File: src/eth_rx_pkg.sv
// ethernet receive definitions
`default_nettype none

package eth_rx_pkg;

    typedef logic [7:0]  byte_t;        // gmii or stream byte.
    typedef logic [47:0] mac_addr_t;
    typedef logic [15:0] eth_type_t;    // ethertype or control opcode.
    typedef logic [15:0] quanta_t;
    typedef logic [31:0] crc_t;
    typedef logic [2:0]  cfg_addr_t;
    typedef logic [15:0] cfg_data_t;

    // framer states.
    typedef enum logic [1:0] {
        IDLE,
        PREAMBLE,
        PAYLOAD,
        DISCARD
    } rx_state_t;

    localparam byte_t     ETH_PREAMBLE  = 8'h55;
    localparam byte_t     ETH_SFD       = 8'hd5;
    localparam crc_t      CRC_POLY      = 32'hedb88320;  // reflected form.
    localparam crc_t      CRC_RESIDUE   = 32'hc704dd7b;
    localparam eth_type_t MCF_ETH_TYPE  = 16'h8808;
    localparam int        FCS_LEN       = 4;
    localparam int        QUANTA_CYCLES = 64;            // 512 bit times, one byte per clock.

    // register map.
    localparam cfg_addr_t CFG_ADDR_CTRL       = 3'd0;
    localparam cfg_addr_t CFG_ADDR_DST0       = 3'd1;  // first two bytes on the wire.
    localparam cfg_addr_t CFG_ADDR_DST1       = 3'd2;
    localparam cfg_addr_t CFG_ADDR_DST2       = 3'd3;
    localparam cfg_addr_t CFG_ADDR_LFC_OPCODE = 3'd4;

endpackage

`default_nettype wire
File: src/eth_mac_rx.sv
// ethernet mac receive top
`timescale 1ns/1ps
`default_nettype none

module eth_mac_rx #(
    parameter int MIN_FRAME_LEN = 64
) (
    input  wire logic                  rx_clk,
    input  wire logic                  rx_rst,
    input  wire eth_rx_pkg::byte_t     gmii_rxd,
    input  wire logic                  gmii_rx_dv,
    input  wire logic                  gmii_rx_er,
    input  wire logic                  rx_lfc_ack,
    input  wire logic                  cfg_wr,
    input  wire eth_rx_pkg::cfg_addr_t cfg_addr,
    input  wire eth_rx_pkg::cfg_data_t cfg_wdata,
    output wire eth_rx_pkg::byte_t     rx_data,
    output wire logic                  rx_valid,
    output wire logic                  rx_last,
    output wire logic                  rx_user,
    output wire logic                  rx_start_packet,
    output wire logic                  rx_error_bad_frame,
    output wire logic                  rx_error_bad_fcs,
    output wire logic                  stat_rx_mcf,
    output wire logic                  stat_rx_lfc_pkt,
    output wire logic                  stat_rx_lfc_paused,
    output wire logic                  rx_lfc_req
);
    import eth_rx_pkg::*;

    // framer to crc.
    logic      crc_init;
    logic      crc_en;
    byte_t     crc_data;
    logic      crc_ok;

    // parser to pause timer.
    logic      mcf_valid;
    quanta_t   mcf_quanta;

    // configuration.
    logic      cfg_rx_enable;
    logic      cfg_lfc_enable;
    mac_addr_t cfg_mcast_dst;
    eth_type_t cfg_lfc_opcode;

    rx_cfg_regs rx_cfg_regs_inst (.*);

    gmii_rx_framer #(
        .MIN_FRAME_LEN(MIN_FRAME_LEN)
    ) gmii_rx_framer_inst (.*);

    eth_crc32 eth_crc32_inst (.*);

    // control frames are also passed on in the stream.
    mcf_rx_parser mcf_rx_parser_inst (.*);

    lfc_rx_pause lfc_rx_pause_inst (.*);

endmodule

`default_nettype wire

File: src/rx_cfg_regs.sv
// receive configuration registers
`timescale 1ns/1ps
`default_nettype none

module rx_cfg_regs (
    input  wire logic                  rx_clk,
    input  wire logic                  rx_rst,
    input  wire logic                  cfg_wr,
    input  wire eth_rx_pkg::cfg_addr_t cfg_addr,
    input  wire eth_rx_pkg::cfg_data_t cfg_wdata,
    output logic                       cfg_rx_enable,
    output logic                       cfg_lfc_enable,
    output eth_rx_pkg::mac_addr_t      cfg_mcast_dst,
    output eth_rx_pkg::eth_type_t      cfg_lfc_opcode
);
    import eth_rx_pkg::*;

    // write only, a write lands in the next cycle.
    always_ff @(posedge rx_clk or posedge rx_rst) begin
        if (rx_rst) begin
            cfg_rx_enable  <= 1'b1;
            cfg_lfc_enable <= 1'b0;
            cfg_mcast_dst  <= 48'h0180_c200_0001;  // 802.3 control multicast.
            cfg_lfc_opcode <= 16'h0001;            // pause.
        end else if (cfg_wr) begin
            case (cfg_addr)
                CFG_ADDR_CTRL: begin
                    cfg_rx_enable  <= cfg_wdata[0];
                    cfg_lfc_enable <= cfg_wdata[1];
                end
                CFG_ADDR_DST0: begin
                    cfg_mcast_dst[47:32] <= cfg_wdata;
                end
                CFG_ADDR_DST1: begin
                    cfg_mcast_dst[31:16] <= cfg_wdata;
                end
                CFG_ADDR_DST2: begin
                    cfg_mcast_dst[15:0] <= cfg_wdata;
                end
                CFG_ADDR_LFC_OPCODE: begin
                    cfg_lfc_opcode <= cfg_wdata;
                end
                default: ;  // unmapped addresses are ignored.
            endcase
        end
    end

endmodule

`default_nettype wire

File: src/lfc_rx_pause.sv
// link pause timer
`timescale 1ns/1ps
`default_nettype none

module lfc_rx_pause (
    input  wire logic                rx_clk,
    input  wire logic                rx_rst,
    input  wire logic                mcf_valid,
    input  wire eth_rx_pkg::quanta_t mcf_quanta,
    input  wire logic                cfg_lfc_enable,
    input  wire logic                rx_lfc_ack,
    output logic                     rx_lfc_req,
    output logic                     stat_rx_lfc_pkt,
    output logic                     stat_rx_lfc_paused
);
    import eth_rx_pkg::*;

    localparam int SUB_W = $clog2(QUANTA_CYCLES);

    quanta_t          quanta_cnt;  // quanta still to wait.
    logic [SUB_W-1:0] sub_cnt;     // byte clocks within the current quantum.

    always_ff @(posedge rx_clk or posedge rx_rst) begin
        if (rx_rst) begin
            quanta_cnt         <= '0;
            sub_cnt            <= '0;
            stat_rx_lfc_pkt    <= 1'b0;
            stat_rx_lfc_paused <= 1'b0;
        end else begin
            stat_rx_lfc_pkt    <= 1'b0;
            stat_rx_lfc_paused <= 1'b0;
            if (mcf_valid && cfg_lfc_enable) begin
                quanta_cnt      <= mcf_quanta;  // a new pause frame restarts the timer.
                sub_cnt         <= '0;
                stat_rx_lfc_pkt <= 1'b1;
            end else if ((quanta_cnt != '0) && rx_lfc_ack) begin
                if (sub_cnt == SUB_W'(QUANTA_CYCLES - 1)) begin
                    sub_cnt            <= '0;
                    quanta_cnt         <= quanta_cnt - 1'b1;
                    stat_rx_lfc_paused <= 1'b1;
                end else begin
                    sub_cnt <= sub_cnt + 1'b1;
                end
            end
        end
    end

    assign rx_lfc_req = (quanta_cnt != '0);

endmodule

`default_nettype wire

File: src/mcf_rx_parser.sv
// mac control frame parser
`timescale 1ns/1ps
`default_nettype none

module mcf_rx_parser (
    input  wire logic                  rx_clk,
    input  wire logic                  rx_rst,
    input  wire eth_rx_pkg::byte_t     rx_data,
    input  wire logic                  rx_valid,
    input  wire logic                  rx_last,
    input  wire logic                  rx_user,
    input  wire eth_rx_pkg::mac_addr_t cfg_mcast_dst,
    input  wire eth_rx_pkg::eth_type_t cfg_lfc_opcode,
    output logic                       mcf_valid,
    output eth_rx_pkg::quanta_t        mcf_quanta,
    output logic                       stat_rx_mcf
);
    import eth_rx_pkg::*;

    localparam int HDR_LEN = 18;  // dst, src, type, opcode and quanta.

    logic [4:0] ptr;
    mac_addr_t  dst;
    eth_type_t  eth_type;
    eth_type_t  opcode;
    quanta_t    quanta;
    logic       frame_ok;
    logic       mcf_match;

    always_ff @(posedge rx_clk or posedge rx_rst) begin
        if (rx_rst) begin
            ptr <= '0;
        end else if (rx_valid) begin
            if (rx_last) begin
                ptr <= '0;
            end else if (ptr != HDR_LEN) begin
                ptr <= ptr + 1'b1;  // holds once the header is in.
            end
        end
    end

    // fields arrive msb first.
    always_ff @(posedge rx_clk) begin
        if (rx_valid) begin
            if (ptr < 6) begin
                dst <= {dst[39:0], rx_data};
            end
            if (ptr == 12 || ptr == 13) begin
                eth_type <= {eth_type[7:0], rx_data};
            end
            if (ptr == 14 || ptr == 15) begin
                opcode <= {opcode[7:0], rx_data};
            end
            if (ptr == 16 || ptr == 17) begin
                quanta <= {quanta[7:0], rx_data};
            end
        end
    end

    // only a good frame with a complete header counts.
    assign frame_ok  = rx_valid && rx_last && !rx_user && (ptr == HDR_LEN);
    assign mcf_match = (dst == cfg_mcast_dst) && (eth_type == MCF_ETH_TYPE);

    always_ff @(posedge rx_clk or posedge rx_rst) begin
        if (rx_rst) begin
            stat_rx_mcf <= 1'b0;
            mcf_valid   <= 1'b0;
        end else begin
            stat_rx_mcf <= frame_ok && mcf_match;
            mcf_valid   <= frame_ok && mcf_match && (opcode == cfg_lfc_opcode);
        end
    end

    assign mcf_quanta = quanta;  // stable until the next frame reaches byte 16.

endmodule

`default_nettype wire

File: src/gmii_rx_framer.sv
// gmii receive framer
`timescale 1ns/1ps
`default_nettype none

module gmii_rx_framer #(
    parameter int MIN_FRAME_LEN = 64
) (
    input  wire logic              rx_clk,
    input  wire logic              rx_rst,
    input  wire eth_rx_pkg::byte_t gmii_rxd,
    input  wire logic              gmii_rx_dv,
    input  wire logic              gmii_rx_er,
    input  wire logic              cfg_rx_enable,
    input  wire logic              crc_ok,
    output logic                   crc_init,
    output logic                   crc_en,
    output eth_rx_pkg::byte_t      crc_data,
    output eth_rx_pkg::byte_t      rx_data,
    output logic                   rx_valid,
    output logic                   rx_last,
    output logic                   rx_user,
    output logic                   rx_start_packet,
    output logic                   rx_error_bad_frame,
    output logic                   rx_error_bad_fcs
);
    import eth_rx_pkg::*;

    rx_state_t   state;
    byte_t       in_rxd;
    logic        in_dv;
    logic        in_er;
    byte_t       dly [FCS_LEN];
    byte_t       out_data;
    logic        out_vld;
    logic        out_first;
    logic [15:0] len_cnt;     // frame bytes including fcs.
    logic        err_seen;
    logic        push;
    logic        bad_len;

    assign push = (state == PAYLOAD) && in_dv;

    always_ff @(posedge rx_clk or posedge rx_rst) begin
        if (rx_rst) begin
            in_dv <= 1'b0;
            in_er <= 1'b0;
            state <= IDLE;
        end else begin
            in_dv <= gmii_rx_dv;
            in_er <= gmii_rx_er;
            case (state)
                IDLE: begin
                    if (in_dv) begin
                        state <= (in_rxd == ETH_PREAMBLE) ? PREAMBLE : DISCARD;
                    end
                end
                PREAMBLE: begin
                    if (!in_dv) begin
                        state <= IDLE;
                    end else if (in_rxd == ETH_SFD) begin
                        state <= cfg_rx_enable ? PAYLOAD : DISCARD;  // enable taken here only.
                    end else if (in_rxd != ETH_PREAMBLE) begin
                        state <= DISCARD;
                    end
                end
                default: begin
                    if (!in_dv) begin
                        state <= IDLE;
                    end
                end
            endcase
        end
    end

    // a byte is known to be payload once FCS_LEN more bytes follow it.
    always_ff @(posedge rx_clk or posedge rx_rst) begin
        if (rx_rst) begin
            len_cnt   <= '0;
            err_seen  <= 1'b0;
            out_vld   <= 1'b0;
            out_first <= 1'b0;
        end else begin
            out_vld   <= push && (len_cnt >= FCS_LEN);
            out_first <= push && (len_cnt == FCS_LEN);
            if (crc_init) begin
                len_cnt  <= '0;
                err_seen <= 1'b0;
            end else if (push) begin
                if (len_cnt != '1) begin
                    len_cnt <= len_cnt + 1'b1;  // saturates on jumbo frames.
                end
                err_seen <= err_seen | in_er;
            end
        end
    end

    always_ff @(posedge rx_clk) begin
        in_rxd <= gmii_rxd;
        if (push) begin
            dly[0] <= in_rxd;
            for (int i = 1; i < FCS_LEN; i++) begin
                dly[i] <= dly[i-1];
            end
            out_data <= dly[FCS_LEN-1];
        end
    end

    assign crc_init = (state == PREAMBLE) && in_dv && (in_rxd == ETH_SFD);
    assign crc_en   = push;
    assign crc_data = in_rxd;

    // end of frame is seen one cycle after the last fcs byte.
    assign bad_len  = (len_cnt < MIN_FRAME_LEN);
    assign rx_data  = out_data;
    assign rx_valid = out_vld;
    assign rx_last  = out_vld && !in_dv;
    assign rx_user  = rx_last && (err_seen || bad_len || !crc_ok);

    assign rx_start_packet    = out_first;
    assign rx_error_bad_frame = rx_last && (err_seen || bad_len);
    assign rx_error_bad_fcs   = rx_last && !crc_ok;

endmodule

`default_nettype wire

File: src/eth_crc32.sv
// crc-32 check register
`timescale 1ns/1ps
`default_nettype none

module eth_crc32 (
    input  wire logic              rx_clk,
    input  wire logic              rx_rst,
    input  wire logic              crc_init,
    input  wire logic              crc_en,
    input  wire eth_rx_pkg::byte_t crc_data,
    output logic                   crc_ok
);
    import eth_rx_pkg::*;

    crc_t crc_reg;
    crc_t crc_next;
    crc_t crc_rev;

    // fold in one byte, lsb first.
    always_comb begin
        crc_next = crc_reg;
        for (int i = 0; i < 8; i++) begin
            crc_next = (crc_next >> 1) ^ (CRC_POLY & {32{crc_next[0] ^ crc_data[i]}});
        end
    end

    always_ff @(posedge rx_clk or posedge rx_rst) begin
        if (rx_rst) begin
            crc_reg <= '1;
        end else if (crc_init) begin
            crc_reg <= '1;  // preset at the sfd.
        end else if (crc_en) begin
            crc_reg <= crc_next;
        end
    end

    // register runs reflected, the residue is written msb first.
    assign crc_rev = {<<{crc_reg}};
    assign crc_ok  = (crc_rev == CRC_RESIDUE);

endmodule

`default_nettype wire

File: config.mk
export PLATFORM = sky130hd
export DESIGN_NAME = eth_mac_rx
export DESIGN_NICKNAME = d
export VERILOG_FILES = /design/src/eth_rx_pkg.sv /design/src/eth_mac_rx.sv /design/src/rx_cfg_regs.sv /design/src/lfc_rx_pause.sv /design/src/mcf_rx_parser.sv /design/src/gmii_rx_framer.sv /design/src/eth_crc32.sv
export SDC_FILE = /design/constraint.sdc
export NUM_CORES = 1
export LEC_CHECK = 0
export ABC_CLOCK_PERIOD_IN_PS = 9000
export BUFFER_PORTS_ARGS = -buffer_cell sky130_fd_sc_hd__clkbuf_2
export CAP_MARGIN = 20
export CORE_MARGIN = 3
export CORE_UTILIZATION = 35
export DETAILED_ROUTE_END_ITERATION = 10
export PLACE_DENSITY = 0.57
export SYNTH_ARGS = -nofsm -noshare
export SYNTH_HDL_FRONTEND = slang
export SYNTH_SLANG_ARGS = --single-unit
File: constraint.sdc
create_clock -name rx_clk -period 9 [get_ports rx_clk]
set_clock_uncertainty 0.2 [all_clocks]
set_input_delay 0.45 -clock rx_clk [delete_from_list [all_inputs] [get_ports rx_clk]]
set_output_delay 0.45 -clock rx_clk [all_outputs]
set_load 0.005 [all_outputs]
==> qor.yml <==
synth:
  postSynthAreaPerCell_sq_um: 13.8
  ys_ff_latch: 296
  synth_async_reset_ratio: 0.514
  mappedNetlistArea_sq_um: 12500
  yosysSeqAreaShare: 0.647
  yosys_warnings: 0
  share_of_yosys_cell_area_claimed_by_the_top_area_cell_type: 0.326
  synth.distinct_cells: 65
  number_of_synthesized_flops_with_an_enable_pin: 136
  gate_count_after_technology_mapping: 905
  leading_cell_type_by_number_of_instances_after_synthesis: "edfxtp_1"
  synth_largest_area_cell: "edfxtp_1"
  synth_nets: 947
  leading_post_synthesis_cells_by_cell_area: "edfxtp_1 (33%), dfrtp_1 (22%), dfstp_2 (8.4%), xnor2_1 (6.0%), mux2_2 (5.7%)"
  synthFlopType: "edfxtp_1"
  synth_commonest_cells: "edfxtp_1 (136), dfrtp_1 (112), xnor2_1 (86)"
sta:
  totalNegativeSetupSlack_ps: 0
  finalCriticalPeriod_ps: 2880
  rsz0062_at_grt: "false"
  setup_viol: 0
  report.final.hold_viol_count: 0
  max_slew.worst_pin.slew_ps: 1120
  timing.fmax_ghz: 0.347
  layout_setup_ws_ps: 6120
  finalCritPeriodShare: 0.320
  timing.max_slew.rel_slack: 0.252
  timing_max_transition_violations_final: 0
finish:
  post-route-util: 0.418
  n_antenna_cell: 0
  largest_registers: "mcf_rx_parser_inst.dst (48), rx_cfg_regs_inst.cfg_mcast_dst (48)"
  num-nets-final: 1029
  layout-drive-gt1-share: 0.236
  area.growth.synth_to_final_pct: 16.5
  fill_cells: 3251
hold_path:
  whs_endpoint: "rx_cfg_regs_inst.cfg_mcast_dst[47]"
  holdCritStartpoint: "cfg_wdata[15]"
  hold_class: "in2reg"
  timing.hold.worst_path_depth: 3
routing:
  vias_per_cell: 4.92
  ant_nets: 0
  drc: 0
  num_vias: 7218
  top_layer_used: "met4"
  drt-wirelength-per-cell_um: 18.2
  wl_met3_mm: 1.01
  wirelength_mm: 26.7
  wl_met1_mm: 12.4
  routed-wl-met2_mm: 12.9
  detailedRoute.firstIterationViolations: 439
  drt_pass1_iterations: 5
outcome:
  status: "completed"
worst_setup_path:
  path_class: "reg2out"
  rrSetupSlack_ps: 6250
  total_buffers_and_inverters_traversed_by_the_critical_path: 1
  crit_fanout: 5
  crit_path_start_kind: "flip-flop"
  rr_startpoint: "gmii_rx_framer_inst.in_dv"
  slowest_delay_ps: 440
  worstSetupEndpointType: "output pin"
  critical_path.slowest_cell: "dfrtp_1"
  worst_path_cell_chain: "nor4_1, a31oi_1, a41oi_2, clkbuf_2"
  r2r_cells: 4
  worst_r2r_endpoint: "gmii_rx_framer_inst.dly[2][6]"
  critPathTopFamily: "compound AO/OA/AOI/OAI gates"
  cp.arrival_ps: 2230
  crit_required_ps: 8350
  count_of_cell_instances_traversed_by_the_critical_path: 4
clock_network:
  post_cts_hold_buffer_count: 11
  setup_bufs_post_cts: 0
  tritoncts_clock_tree: "done"
  cts_resized: 0
  cts.htree.levels: 2
  worstSkewPairLatency_ps: 520
  cts_num_sinks: 296
  clock_tree.buffer_depth: 3
  clockRootBuffer: "clkbuf_16"
  cts_made_buffers: 34
  clk_transition_reported_paths_ps: 60
floorplan:
  die_height_um: 195
  core_region_area_sq_um: 34900
  die_width_um: 195
  placement_rows: 68
  start_util: 0.359
  fp.dieArea_sq_um: 38100
  pin_count: 51
placed_design:
  detailed_place_hpwl_mm: 17.8
  dp_slack_ps: 6260
  port_buffers: 50
  gp_congestion: 0.813
global_route:
  grt_start_max_net_pins: 87
  grt_antenna_before_repair: 0
  vias_in_the_first_global_route: 7338
  global_route.usage.total: 0.142
  grt_pass1_wl_mm: 42.8
  global_route_total_overflow: 0
power:
  cellPowerDensity_nw_per_um2: 300
  power_mw: 4.38
  leak_nw: 5.40
  vdd.ir_drop.worst_mv: 0.202
flow_run:
  maxCapViolCount: 0
==> placed cells by master, fill, tap and decap left out, types with 7 or more instances in the layout <==
master         synthesis  final
edfxtp_1             136    136
dfrtp_1              112    112
xnor2_1               86     86
mux2_2                63     63
clkbuf_2               0     50
xor2_1                47     47
dfstp_2               40     40
nor2_1                38     38
a21oi_1               38     38
clkbuf_16              0     36
nand2_1               34     34
nor3_1                34     33
inv_1                 26     25
nand4_1               21     21
o21ai_1               17     17
nand3_1               16     16
o21ai_0               12     12
nor4_1                12     11
dlygate4sd3_1          0     11
and3_1                10     10
nor2b_1               10     10
or3_1                  9      9
o211ai_1               9      9
ha_1                   9      9
buf_4                  0      9
xnor2_2                8      8
dfxtp_1                8      8
clkinv_2               0      7
a31oi_1                7      7
clkbuf_1              18      7
==> metal layers <==
| layer | vias up | GRT usage |
|---|---|---|
| met5 | - | 0 |
| met4 | 0 | 0.0312 |
| met3 | 26 | 0.0285 |
| met2 | 104 | 0.235 |
| met1 | 3607 | 0.196 |
| li1 | 3481 | - |
==> metrics by stage <==
stage | hold slack [ps] | instance area, sq um | cells
after CTS | 7.93 | 14600 | 1468
after global routing | 20.2 | 14600 | 1468
after floorplan | 200 | 12500 | 905
after detailed placement | 205 | 13400 | 1395
final | 25.1 | 14600 | 1468
after global placement | 201 | 13400 | 1395
==> power by group <==
| part | internal [mW] | switching [mW] | total (mW) | leakage, nW |
|---|---|---|---|---|
| logic | 0.585 | 0.562 | 1.15 | 1.79 |
| clock network | 0.829 | 0.539 | 1.37 | 0.547 |
| registers | 1.68 | 0.183 | 1.86 | 3.06 |
| total | 3.10 | 1.28 | 4.38 | 5.40 |
==> worst min-delay path, delay by kind of cell <==
family / cells / cell delay, ps
AO/OA/AOI/OAI: 1 / 60
buffers and inverters: 1 / 140
AND/OR/NAND/NOR: 1 / 60
==> cells by family (layout without fill, tap and decap cells) <==
family                     after synthesis  after routing  synth area share
adders and majority gates                9              9           0.00899
DFF                                    296            296             0.647
xor gates and xnor gates               145            145             0.111
AOI/OAI and AO/OA                      117            117            0.0588
buffers and inverters                   52            160            0.0156
muxes                                   65             65            0.0583
and+or+nand+nor                        221            221             0.101
==> worst max-delay path by stage <==
stage / end / start / slack, ps
after global routing: rx_lfc_req / lfc_rx_pause_inst.quanta_cnt[10] / 5970
final: rx_user / gmii_rx_framer_inst.len_cnt[8] / 6120
after floorplan: mcf_rx_parser_inst.dst[0] / gmii_rx_framer_inst.rx_valid / 3970
after detailed placement: gmii_rx_framer_inst.rx_data[6] / gmii_rx_framer_inst.in_dv / 6260
after global placement: gmii_rx_framer_inst.rx_data[4] / gmii_rx_framer_inst.in_dv / 6330
after CTS: rx_lfc_req / lfc_rx_pause_inst.quanta_cnt[10] / 6040
==> layout make-up <==
type | count | area, sq um | area share
inverters | 28 | 111 | 0.00763
repair buffers | 70 | 428 | 0.0293
clock buffers | 44 | 941 | 0.0645
clock inverters | 18 | 186 | 0.0128
flip-flops and latches | 296 | 8100 | 0.555
well taps | 455 | 569 | 0.0390
multi-input cells | 557 | 4260 | 0.292
(Power assumes the default switching activity.)
